**src/lsu_pkg.sv**
```systemverilog
// shared widths, operation codes and exception causes for the load/store unit
// memory word union with byte and halfword views
`default_nettype none

package lsu_pkg;

    // --------------------
    // widths
    // --------------------
    localparam int unsigned XLEN       = 32;
    localparam int unsigned TRANS_ID_W = 3;
    localparam int unsigned OP_W       = 3;
    localparam int unsigned BE_W       = XLEN / 8;
    localparam int unsigned CAUSE_W    = 4;

    // local data RAM, 1 KiB of words
    localparam int unsigned RAM_WORDS = 256;
    localparam int unsigned RAM_AW    = 8;

    // --------------------
    // operation codes
    // --------------------
    // bit 2 marks a store, low bits give the size
    // low bits 11 are the unsigned loads, bit 2 selecting halfword
    localparam logic [OP_W-1:0] OP_LB  = 3'b000;
    localparam logic [OP_W-1:0] OP_LH  = 3'b001;
    localparam logic [OP_W-1:0] OP_LW  = 3'b010;
    localparam logic [OP_W-1:0] OP_LBU = 3'b011;
    localparam logic [OP_W-1:0] OP_SB  = 3'b100;
    localparam logic [OP_W-1:0] OP_SH  = 3'b101;
    localparam logic [OP_W-1:0] OP_SW  = 3'b110;
    localparam logic [OP_W-1:0] OP_LHU = 3'b111;

    // access sizes
    localparam logic [1:0] SIZE_BYTE = 2'b00;
    localparam logic [1:0] SIZE_HALF = 2'b01;
    localparam logic [1:0] SIZE_WORD = 2'b10;

    // exception causes, as in the privileged spec
    localparam logic [CAUSE_W-1:0] CAUSE_LD_MISALIGNED   = 4'd4;
    localparam logic [CAUSE_W-1:0] CAUSE_LD_ACCESS_FAULT = 4'd5;
    localparam logic [CAUSE_W-1:0] CAUSE_ST_MISALIGNED   = 4'd6;
    localparam logic [CAUSE_W-1:0] CAUSE_ST_ACCESS_FAULT = 4'd7;

    // one RAM word, seen as byte lanes or as halfword lanes
    typedef union packed {
        logic [3:0][7:0]  b;
        logic [1:0][15:0] h;
    } mem_word_t;

    // --------------------
    // op decode
    // --------------------
    function automatic logic op_is_store(logic [OP_W-1:0] op);
        return op[2] & (op[1:0] != 2'b11);
    endfunction

    function automatic logic op_is_unsigned(logic [OP_W-1:0] op);
        return op[1:0] == 2'b11;
    endfunction

    function automatic logic [1:0] op_size(logic [OP_W-1:0] op);
        return (op[1:0] == 2'b11) ? {1'b0, op[2]} : op[1:0];
    endfunction

endpackage

`default_nettype wire

```
**src/load_unit.sv**
```systemverilog
// load unit with RAM read request and result register
// lane extraction and sign or zero extension
`timescale 1ns/10ps
`default_nettype none

module load_unit import lsu_pkg::*; (
    input  wire logic                  clk_i,
    input  wire logic                  rst_ni,
    input  wire logic                  valid_i,
    input  wire logic [OP_W-1:0]       op_i,
    input  wire logic [XLEN-1:0]       vaddr_i,
    input  wire logic [TRANS_ID_W-1:0] trans_id_i,
    input  wire logic                  ex_valid_i,
    input  wire logic [CAUSE_W-1:0]    ex_cause_i,
    input  wire logic [XLEN-1:0]       ex_tval_i,
    input  wire mem_word_t             rdata_i,
    output logic [RAM_AW-1:0]          ram_index_o,
    output logic                       valid_o,
    output logic [TRANS_ID_W-1:0]      trans_id_o,
    output logic [XLEN-1:0]            result_o,
    output logic                       ex_valid_o,
    output logic [CAUSE_W-1:0]         ex_cause_o,
    output logic [XLEN-1:0]            ex_tval_o
);

    logic [OP_W-1:0] op_q;
    logic [1:0]      off_q;
    logic [7:0]      ld_byte;
    logic [15:0]     ld_half;
    logic            sext;
    logic [XLEN-1:0] ld_data;

    // word index straight from the issue address
    assign ram_index_o = vaddr_i[RAM_AW+1:2];

    // --------------------
    // result register
    // --------------------
    always_ff @(posedge clk_i or negedge rst_ni) begin
        if (!rst_ni) begin
            valid_o    <= 1'b0;
            ex_valid_o <= 1'b0;
        end else begin
            valid_o    <= valid_i;
            ex_valid_o <= valid_i & ex_valid_i;
        end
    end

    // sampled together with the RAM read
    always_ff @(posedge clk_i) begin
        if (valid_i) begin
            op_q       <= op_i;
            off_q      <= vaddr_i[1:0];
            trans_id_o <= trans_id_i;
            ex_cause_o <= ex_cause_i;
            ex_tval_o  <= ex_tval_i;
        end
    end

    // --------------------
    // lane extraction
    // --------------------
    assign ld_byte = rdata_i.b[off_q];
    assign ld_half = rdata_i.h[off_q[1]];
    assign sext    = ~op_is_unsigned(op_q);

    always_comb begin
        unique case (op_size(op_q))
            SIZE_BYTE: ld_data = {{(XLEN-8){sext & ld_byte[7]}}, ld_byte};
            SIZE_HALF: ld_data = {{(XLEN-16){sext & ld_half[15]}}, ld_half};
            default:   ld_data = rdata_i;
        endcase
    end

    // faulting loads return zero
    assign result_o = ex_valid_o ? '0 : ld_data;

endmodule

`default_nettype wire

```
**config.mk**
```make
export PLATFORM = sky130hd
export DESIGN_NAME = load_unit
export DESIGN_NICKNAME = d
export VERILOG_FILES = /design/src/lsu_pkg.sv /design/src/load_unit.sv
export SDC_FILE = /design/constraint.sdc
export NUM_CORES = 1
export LEC_CHECK = 0
export BUFFER_PORTS_ARGS = -buffer_cell sky130_fd_sc_hd__buf_2
export CORE_AREA = 2 2 100 63
export DETAILED_ROUTE_END_ITERATION = 6
export DIE_AREA = 0 0 102 65
export PLACE_DENSITY = 0.94
export SYNTH_ARGS = -nofsm -noshare
export SYNTH_HDL_FRONTEND = slang
export SYNTH_SLANG_ARGS = --single-unit
```
**constraint.sdc**
```tcl
create_clock -name clk_i -period 2.7 [get_ports clk_i]
set_input_delay 0.135 -clock clk_i [delete_from_list [all_inputs] [get_ports clk_i]]
set_output_delay 0.135 -clock clk_i [all_outputs]
set_load 0.01 [all_outputs]
```
==> flow_metrics.py, run 1 <==
metrics = {
    "route": {
        "first_iter_violations": 238,
        "num_vias": 2265,
        "drc": 0,
        "dr.pass1.iters": 5,
        "ant_nets": 0,
        "viasPerCell": 5.24,
        "wl_per_cell_um": 16.0,
        "wl_um": 6910,
    },
    "synthesis": {
        "synth-main-ff-cell": "edfxtp_1",
        "ys_ff_latch": 46,
        "yosys_warnings": 0,
        "synth_top_cells_by_count": "edfxtp_1, nand2_1, a21oi_1",
        "synth.net_count": 313,
        "avgSynthCellArea_sq_um": 11.6,
        "synth_compound_area_share_pct": 17.3,
        "synth.most_common_cell": "edfxtp_1",
        "synth_top_family_by_area": "compound AO/OA/AOI/OAI gates",
        "yosysUniqueCellTypes": 38,
        "netlist_instances": 203,
        "yosys.area_share.simple_pct": 11.7,
        "ys_async_sr_fraction_pct": 4.35,
        "synth_edf_count": 44,
        "synth_fa_ha_area_share_pct": 0,
        "synth.largest_area_cell": "edfxtp_1",
        "yosysTopAreaCellShare_pct": 56.2,
        "synthMuxAreaShare_pct": 5.17,
        "synth-xor-area-share_pct": 0,
        "synth.yosys.seq_area_share_pct": 58.4,
        "synth_area_sq_um": 2350,
        "synthTopCellsByArea": "edfxtp_1, nand2_1, a21oi_1, mux2_2, buf_4",
    },
    "timing": {
        "finalSetupViolations": 0,
        "finalHoldViolCount": 0,
        "hold-worst-slack_ns": 0.0147,
        "worst_pin_slew_ns": 0.968,
        "finalCriticalPeriod_ns": 2.39,
        "max_freq_mhz": 419,
        "slew_violations": 0,
        "rsz0062_at_grt": "false",
        "fin_setup_tns_ns": 0,
        "relSlewSlack_pct": 35.5,
        "period_share_pct": 88.5,
    },
    "worst_setup_path": {
        "max_stage_delay_ns": 0.66,
        "path_cells": "buf_4, nand3b_1, a211oi_2, nand2_1, o221ai_1, buf_2",
        "startpoint": "op_q[0]",
        "cp_data_arrival_time_ns": 2.25,
        "crit_slowest_cell": "edfxtp_1",
        "critPathKind": "reg2out",
        "path_max_fanout": 16,
        "cp-end-kind": "output pin",
        "endpoint": "result_o[5]",
        "required_ns": 2.57,
        "start_kind": "flop",
    },
    "worst_hold_path": {
        "hold_path_startpoint": "vaddr_i[1]",
        "hold_path_class": "in2reg",
    },
    "clock_tree": {
        "clockBufferDepth": 2,
        "clock-root-buffer": "clkbuf_8",
        "clk_pin_slew_ns": 0.09,
        "cts_buffers": 5,
        "cts.sinks": 46,
        "h-tree-depth": 2,
        "tritoncts": "built",
        "cts_setup_buffers": 0,
    },
    "floorplan": {
        "start_util_pct": 40.3,
        "core_area_sq_um": 5840,
        "rows": 22,
        "ios": 191,
        "fp.dieArea_sq_um": 6630,
        "dieHeight_um": 65,
        "die_x_um": 102,
    },
    "final_layout": {
        "diodes": 0,
        "regArea_sq_um": 1370,
        "nets": 457,
        "drive_gt1_share_pct": 51.4,
        "num-fill-cells": 541,
        "multiInputGateArea_sq_um": 802,
        "stdcell_count": 432,
        "syn_to_final_growth_pct": 37.6,
        "fin_area_sq_um": 3230,
    },
    "outcome": {
        "run_status": "finished, final reports clean",
    },
    "power": {
        "p_sw_uw": 496,
        "swShare_pct": 28.9,
        "p_leak_uw": 0.00146,
        "p_comb_share_pct": 25.7,
        "p_per_area_nw_per_um2": 532,
        "p_int_uw": 1220,
        "p_clk_share_pct": 23.4,
        "pwr-share-seq_pct": 50.9,
        "vdd_drop_max_uv": 442,
    },
    "placement": {
        "place.port_buffers": 152,
        "place_congestion": 0.887,
        "place_area_sq_um": 3100,
        "dp_cells": 419,
        "dp_hpwl_um": 5390,
    },
    "grt": {
        "grt_max_degree": 47,
        "grtUsageTotal_pct": 20.4,
        "grt_antenna_before_repair": 0,
        "globalRouteOverflowTotal": 0,
        "grt_pass1_wl_um": 10300,
        "grt_pass1_vias": 2139,
    },
    "job": {
        "cap_violations": 0,
    },
}
worst max-delay path: cells and delay by family, from the launching register on:
kind                   cells  cell delay (ns)
flip-flops                 1             0.66
AO/OA/AOI/OAI              2             0.63
buffers and inverters      2             0.43
AND/OR/NAND/NOR            2             0.26
final cells by class:
| type | instances | share of cell area, % |
|---|---|---|
| Sequential cell | 46 | 42.4 |
| Timing Repair Buffer | 161 | 26.0 |
| Multi-Input combinational cell | 126 | 24.8 |
| Tap cell | 84 | 3.25 |
| Clock buffer | 5 | 2.13 |
| Inverter | 7 | 0.813 |
| Clock inverter | 3 | 0.580 |
repair_timing:
action / CTS / global route
endpoints found under the hold margin: 2 / 4
hold buffers: 1 / 4
resized for setup: 0 / 0
power groups by stage:
stage | combinational [uW] | clock [uW] | sequential [uW]
2_1_floorplan | 220 | 0 | 902
3_3_place_gp | 418 | 0 | 886
3_5_place_dp | 432 | 0 | 890
4_1_cts | 434 | 418 | 875
5_1_grt | 479 | 443 | 882
6_report | 442 | 402 | 875
flip-flops by register name (all words and copies together), names as in the netlist:
| register | count |
|---|---|
| ex_valid_o | 1 |
| ex_cause_o | 4 |
| ex_tval_o | 32 |
| off_q | 2 |
| op_q | 3 |
| valid_o | 1 |
| trans_id_o | 3 |
worst min-delay path by stage:
stage,slack [ns],to,depth (start not counted)
floorplan,-0.16,ex_valid_o,0
global placement,-0.08,valid_o,1
detailed placement,-0.07,valid_o,1
CTS,0.007,ex_tval_o[24],1
global route,0.003,off_q[1],1
finish,0.01,off_q[1],1
placed cells by master, fill, tap and decap left out:
cell type / synthesis / final
nand2b_4: 1 / 1
mux4_2: 1 / 1
and2_1: 1 / 1
nand2b_1: 10 / 10
mux2_2: 7 / 7
o221ai_1: 6 / 6
o21bai_1: 2 / 2
mux2i_1: 2 / 2
a211oi_1: 1 / 1
dlygate4sd3_1: 0 / 5
nand3_1: 3 / 3
edfxtp_1: 44 / 44
inv_1: 7 / 7
nand3b_1: 1 / 1
buf_4: 10 / 4
a211oi_2: 1 / 1
a21oi_1: 19 / 19
or3_1: 1 / 1
nand2_1: 30 / 30
a221oi_1: 7 / 7
nor2_1: 6 / 6
o21ba_2: 1 / 1
a311oi_2: 1 / 1
inv_6: 0 / 1
o2111ai_1: 1 / 1
nor3_1: 2 / 2
or2_2: 2 / 2
a31oi_1: 1 / 1
nor2b_1: 1 / 1
a21o_2: 1 / 1
clkbuf_8: 0 / 5
o21ai_0: 7 / 7
a21boi_0: 7 / 7
buf_2: 6 / 152
a21bo_1: 1 / 1
o21a_1: 1 / 1
dfrtp_1: 2 / 2
clkinv_2: 0 / 2
o211ai_1: 1 / 1
per-stage QoR:
stage	setup WS (ns)	power, uW	utilization [%]
2_1_floorplan	1.08	1120	-
3_3_place_gp	0.805	1300	53.0
3_5_place_dp	0.726	1320	53.0
4_1_cts	0.399	1730	54.7
5_1_grt	0.158	1800	55.4
6_report	0.311	1720	55.4
routing by layer:
metal / up-vias / part of all wire, % / global-route usage (%)
li1: 1025 / - / -
met1: 1062 / 38 / 26.0
met2: 148 / 49 / 33.4
met3: 30 / 10 / 6.26
met4: 0 / 2.6 / 6.50
met5: - / 0 / 0
cell families after synthesis:
group / Yosys count
AO/OA/AOI/OAI: 58
AND/OR/NAND/NOR: 58
flip-flops: 46
buffers and inverters: 31
multiplexers: 10
Power figures use the tool's default switching activity.
==> run 2, diff against run 1 <==
Settings changed: PLACE_DENSITY 0.94 to 0.84.
==> run 2 against run 1 <==
Clock-buffer cell count did not move. Sequential cell count did not move. Via count fell by 2.7%. Global-route usage is 0.60 points lower. Die area stayed put. Total power rose by 7.8%. Wire length up 0.33%. Largest power group unchanged.
==> flow_metrics.py, run 2 (synthesis results as in run 1) <==
metrics = {
    "clock_tree": {
        "ctsResizeCount": 0,
        "cts_setup_buffers": 0,
        "clk_pin_slew_ns": 0.09,
        "cts.sinks": 46,
        "cts_buffers": 5,
        "h-tree-depth": 2,
        "clockBufferDepth": 2,
        "clock-root-buffer": "clkbuf_8",
        "hold_buffers": 3,
        "tritoncts": "built",
    },
    "floorplan": {
        "start_util_pct": 40.3,
        "die_x_um": 102,
        "dieHeight_um": 65,
        "fp.dieArea_sq_um": 6630,
        "ios": 191,
        "core_area_sq_um": 5840,
        "rows": 22,
    },
    "worst_setup_path": {
        "worst-path-buf-inv": 1,
        "crit_slowest_cell": "edfxtp_1",
        "path_cells": "nand3b_1, a211oi_2, nand2_1, o221ai_1, buf_2",
        "startpoint": "op_q[0]",
        "critPathTopFamily": "flip-flops",
        "required_ns": 2.57,
        "critPathKind": "reg2out",
        "cp-end-kind": "output pin",
        "cp_data_arrival_time_ns": 2.28,
        "path_max_fanout": 27,
        "max_stage_delay_ns": 0.83,
        "start_kind": "flop",
    },
    "timing": {
        "finalSetupViolations": 0,
        "rsz0062_at_grt": "false",
        "worst_pin_slew_ns": 0.976,
        "relSlewSlack_pct": 35.0,
        "max_freq_mhz": 415,
        "period_share_pct": 89.3,
        "slew_violations": 0,
        "finalCriticalPeriod_ns": 2.41,
        "fin_setup_tns_ns": 0,
        "finalHoldViolCount": 0,
        "hold-worst-slack_ns": 0.00809,
    },
    "power": {
        "p_int_uw": 1340,
        "p_per_area_nw_per_um2": 535,
        "vdd_drop_max_uv": 428,
        "p_comb_share_pct": 24.6,
        "p_leak_uw": 0.00156,
        "pwr-share-seq_pct": 47.3,
        "swShare_pct": 27.6,
        "p_clk_share_pct": 28.0,
        "p_sw_uw": 512,
    },
    "route": {
        "wl_um": 6930,
        "viasPerCell": 4.87,
        "drc": 0,
        "wl_per_cell_um": 15.3,
        "num_vias": 2203,
        "first_iter_violations": 182,
        "ant_nets": 0,
        "dr.pass1.iters": 4,
    },
    "grt": {
        "globalRouteOverflowTotal": 0,
        "grt_pass1_vias": 2060,
        "grt_antenna_before_repair": 0,
        "grtUsageTotal_pct": 19.8,
        "grt_pass1_wl_um": 9910,
        "grt_max_degree": 47,
    },
    "final_layout": {
        "nets": 477,
        "regArea_sq_um": 1370,
        "num-fill-cells": 528,
        "regMostFlops": "ex_tval_o",
        "largest_reg_flops": 32,
        "layout_common_cells": "buf_2, edfxtp_1, nand2_1",
        "final_common_cell": "buf_2",
        "drive_gt1_share_pct": 48.6,
        "diodes": 0,
        "reg_top3": "ex_tval_o x32, ex_cause_o x4",
        "multiInputGateArea_sq_um": 802,
        "syn_to_final_growth_pct": 47.4,
    },
    "worst_hold_path": {
        "hold_path_startpoint": "ex_tval_i[5]",
        "hold_path_class": "in2reg",
        "hold_end": "ex_tval_o[5]",
        "min_path_cells": 1,
    },
    "placement": {
        "place_congestion": 0.884,
        "place.port_buffers": 152,
        "dp_hpwl_um": 5210,
    },
    "job": {
        "cap_violations": 0,
    },
    "outcome": {
        "run_status": "finished, final reports clean",
    },
}
run 2: power by group through the flow:
stage	sequential [uW]	combinational, uW	clock, uW
after detailed placement	892	425	0
after global routing	886	494	557
after CTS	876	430	533
after floorplan	902	220	0
final	877	457	520
after global placement	889	415	0
run 2: stage by stage:
step	std cells	utilization (%)	power [uW]	setup WS [ns]	instance area (sq um)
global route	452	59.3	1940	0.0173	3460
detailed placement	419	53.0	1320	0.620	3100
finish	452	59.3	1850	0.289	3460
CTS	430	55.6	1840	0.289	3240
global placement	419	53.0	1300	0.673	3100
floorplan	203	-	1120	1.08	2350
run 2: cell type report:
class | count | area share, %
multi-input combinational | 126 | 23.2
sequential | 46 | 39.6
tap | 84 | 3.03
clock inverter | 3 | 1.41
inverter | 7 | 0.759
clock buffer | 5 | 1.99
timing repair buffer | 181 | 30.1
run 2: how the worst max path moves through the flow:
stage | slack (ns) | depth (start not counted) | endpoint
2_1_floorplan | 1.08 | 5 | result_o[6]
3_3_place_gp | 0.67 | 5 | result_o[6]
3_5_place_dp | 0.62 | 5 | result_o[6]
4_1_cts | 0.29 | 5 | result_o[6]
5_1_grt | 0.02 | 5 | result_o[2]
6_report | 0.29 | 5 | result_o[2]
run 2: metal layers:
| metal | GRT usage [%] | vias to the layer above | routed length (um) |
|---|---|---|---|
| li1 | - | 1068 | - |
| met4 | 4.83 | 0 | 51 |
| met1 | 27.0 | 1024 | 2870 |
| met2 | 31.8 | 105 | 3410 |
| met3 | 5.07 | 6 | 601 |
| met5 | 0 | - | 0 |
==> run 3, diff against run 2 <==
Settings changed: ABC_AREA set to 1.
==> run 3 against run 2 <==
Clock power shrank 21%. Worst setup slack gained 0.19 ns. Core utilization shrank 2.8 points. Cell count grew 8.2%. Synthesized cell count grew 24%. Total power shrank 5.3%. First-iteration DRC count grew 29%. Critical path type unchanged.
==> flow_metrics.py, run 3 <==
metrics = {
    "synthesis": {
        "synth-xor-area-share_pct": 0,
        "synth_top_family_by_area": "simple AND/OR/NAND/NOR gates",
        "synth_compound_area_share_pct": 11.5,
        "netlist_instances": 252,
        "synthTopCellsByArea": "edfxtp_1, nand2_1, o21ai_0, inv_1, a21oi_1",
        "yosysUniqueCellTypes": 22,
        "synth_area_sq_um": 2330,
        "ys_async_sr_fraction_pct": 4.35,
        "yosys_warnings": 0,
        "synth.net_count": 362,
        "synth-main-ff-cell": "edfxtp_1",
        "synth_top_cells_by_count": "nand2_1, edfxtp_1, o21ai_0",
        "yosysTopAreaCellShare_pct": 56.6,
        "yosys.area_share.simple_pct": 20.4,
        "synth.most_common_cell": "nand2_1",
        "ys_ff_latch": 46,
        "synth_edf_count": 44,
        "synthMuxAreaShare_pct": 0,
        "synth.largest_area_cell": "edfxtp_1",
        "avgSynthCellArea_sq_um": 9.26,
        "synth_fa_ha_area_share_pct": 0,
        "synth.yosys.seq_area_share_pct": 58.7,
    },
    "timing": {
        "period_share_pct": 82.4,
        "finalCriticalPeriod_ns": 2.23,
        "worst_pin_slew_ns": 0.959,
        "relSlewSlack_pct": 36.1,
        "finalHoldViolCount": 0,
        "rsz0062_at_grt": "false",
        "fin_ws_ns": 0.474,
        "slew_violations": 0,
        "fin_setup_tns_ns": 0,
        "finalSetupViolations": 0,
        "max_freq_mhz": 449,
    },
    "power": {
        "p_per_area_nw_per_um2": 532,
        "vdd_drop_max_uv": 310,
        "p_leak_uw": 0.00168,
    },
    "route": {
        "ant_nets": 0,
        "wl_per_cell_um": 13.1,
        "dr.pass1.iters": 5,
        "drc": 0,
        "num_vias": 2328,
        "first_iter_violations": 234,
        "wl_um": 6380,
        "viasPerCell": 4.76,
    },
    "worst_setup_path": {
        "cp_data_arrival_time_ns": 2.09,
        "required_ns": 2.57,
        "cp-end-kind": "output pin",
        "critPathKind": "reg2out",
        "start_kind": "flop",
        "path_max_fanout": 15,
    },
    "floorplan": {
        "dieHeight_um": 65,
        "die_x_um": 102,
        "start_util_pct": 40.0,
        "ios": 191,
        "core_area_sq_um": 5840,
        "fp.dieArea_sq_um": 6630,
        "rows": 22,
    },
    "placement": {
        "dp_hpwl_um": 4790,
        "place_ws_ns": 0.821,
        "place_congestion": 0.894,
        "place.port_buffers": 152,
        "dp_cells": 470,
    },
    "clock_tree": {
        "clk_pin_slew_ns": 0.09,
        "cts.sinks": 46,
        "ctsResizeCount": 0,
        "h-tree-depth": 2,
        "tritoncts": "built",
        "clock-root-buffer": "clkbuf_8",
        "clockBufferDepth": 2,
        "cts_buffers": 5,
    },
    "job": {
        "cap_violations": 0,
    },
    "grt": {
        "grt_pass1_wl_um": 9580,
        "grt_pass1_vias": 2103,
        "grtUsageTotal_pct": 18.5,
        "grt_antenna_before_repair": 0,
        "grt_max_degree": 47,
        "globalRouteOverflowTotal": 0,
    },
    "final_layout": {
        "drive_gt1_share_pct": 44.2,
        "stdcell_count": 489,
        "largest_reg_flops": 32,
        "regMostFlops": "ex_tval_o",
        "final_common_cell": "buf_2",
        "reg_top3": "ex_tval_o x32, ex_cause_o x4",
        "fin_util_pct": 56.5,
        "layout_common_cells": "buf_2, nand2_1, edfxtp_1",
        "syn_to_final_growth_pct": 41.3,
        "nets": 514,
        "diodes": 0,
    },
    "worst_hold_path": {
        "hold_path_class": "in2reg",
        "min_path_cells": 1,
    },
    "outcome": {
        "run_status": "finished, final reports clean",
    },
}
==> run 3: what timing repair did <==
item / CTS / global route
endpoints found under the hold margin: 2 / 10
hold buffers: 1 / 10
setup buffers: 0 / 0
==> run 3: path summary, 6_finish.rpt <==
kind / start / endpoint
setup / recovery: op_q[0] / result_o[17]
hold / removal: ex_tval_i[15] / ex_tval_o[15]
max in group asynchronous: rst_ni / valid_o
min in group asynchronous: rst_ni / ex_valid_o
==> run 3: metrics by stage <==
stage | total power [uW] | hold slack (ns) | cell area (sq um)
finish | 1750 | 0.0134 | 3300
global route | 1860 | -0.00352 | 3300
CTS | 1760 | 0.00303 | 3200
detailed placement | 1350 | -0.0786 | 3100
global placement | 1340 | -0.0803 | 3100
floorplan | 1140 | -0.161 | 2330
==> run 3: cell families (layout without fill, tap and decap cells) <==
logic type / Yosys count / count (layout)
DFF: 46 / 46
and+or+nand+nor: 108 / 108
buffers and inverters: 47 / 200
AOI/OAI and AO/OA: 51 / 51
==> run 3: power by group <==
group	leakage, uW	switching (uW)	internal [uW]
clock	0.0000483	227	182
sequential	0.000455	20.3	843
combinational	0.00118	286	196
total	0.00168	533	1220
==> run 3: cell type report <==
class | instances | area, sq um
Clock buffer | 5 | 68.8
Inverter | 26 | 97.6
Fill cell | 550 | 2540
Multi-Input combinational cell | 159 | 744
Sequential cell | 46 | 1370
Timing Repair Buffer | 166 | 893
Tap cell | 84 | 105
Clock inverter | 3 | 18.8
==> run 3: worst max-delay path, stage by stage (launching register included) <==
cell      delay [ns]
edfxtp_1        0.48
nor2_2          0.50
a21oi_4         0.14
nand3_4         0.18
nand2_2         0.09
nand2_4         0.20
nor2_1          0.07
buf_2           0.15
==> run 3: layer usage <==
layer | vias to the layer above | track usage [%] | routed length, um
met5 | - | 0 | 0
met4 | 0 | 5.00 | 119
met3 | 16 | 5.07 | 542
met2 | 112 | 28.0 | 2990
met1 | 1071 | 26.2 | 2730
li1 | 1129 | - | -
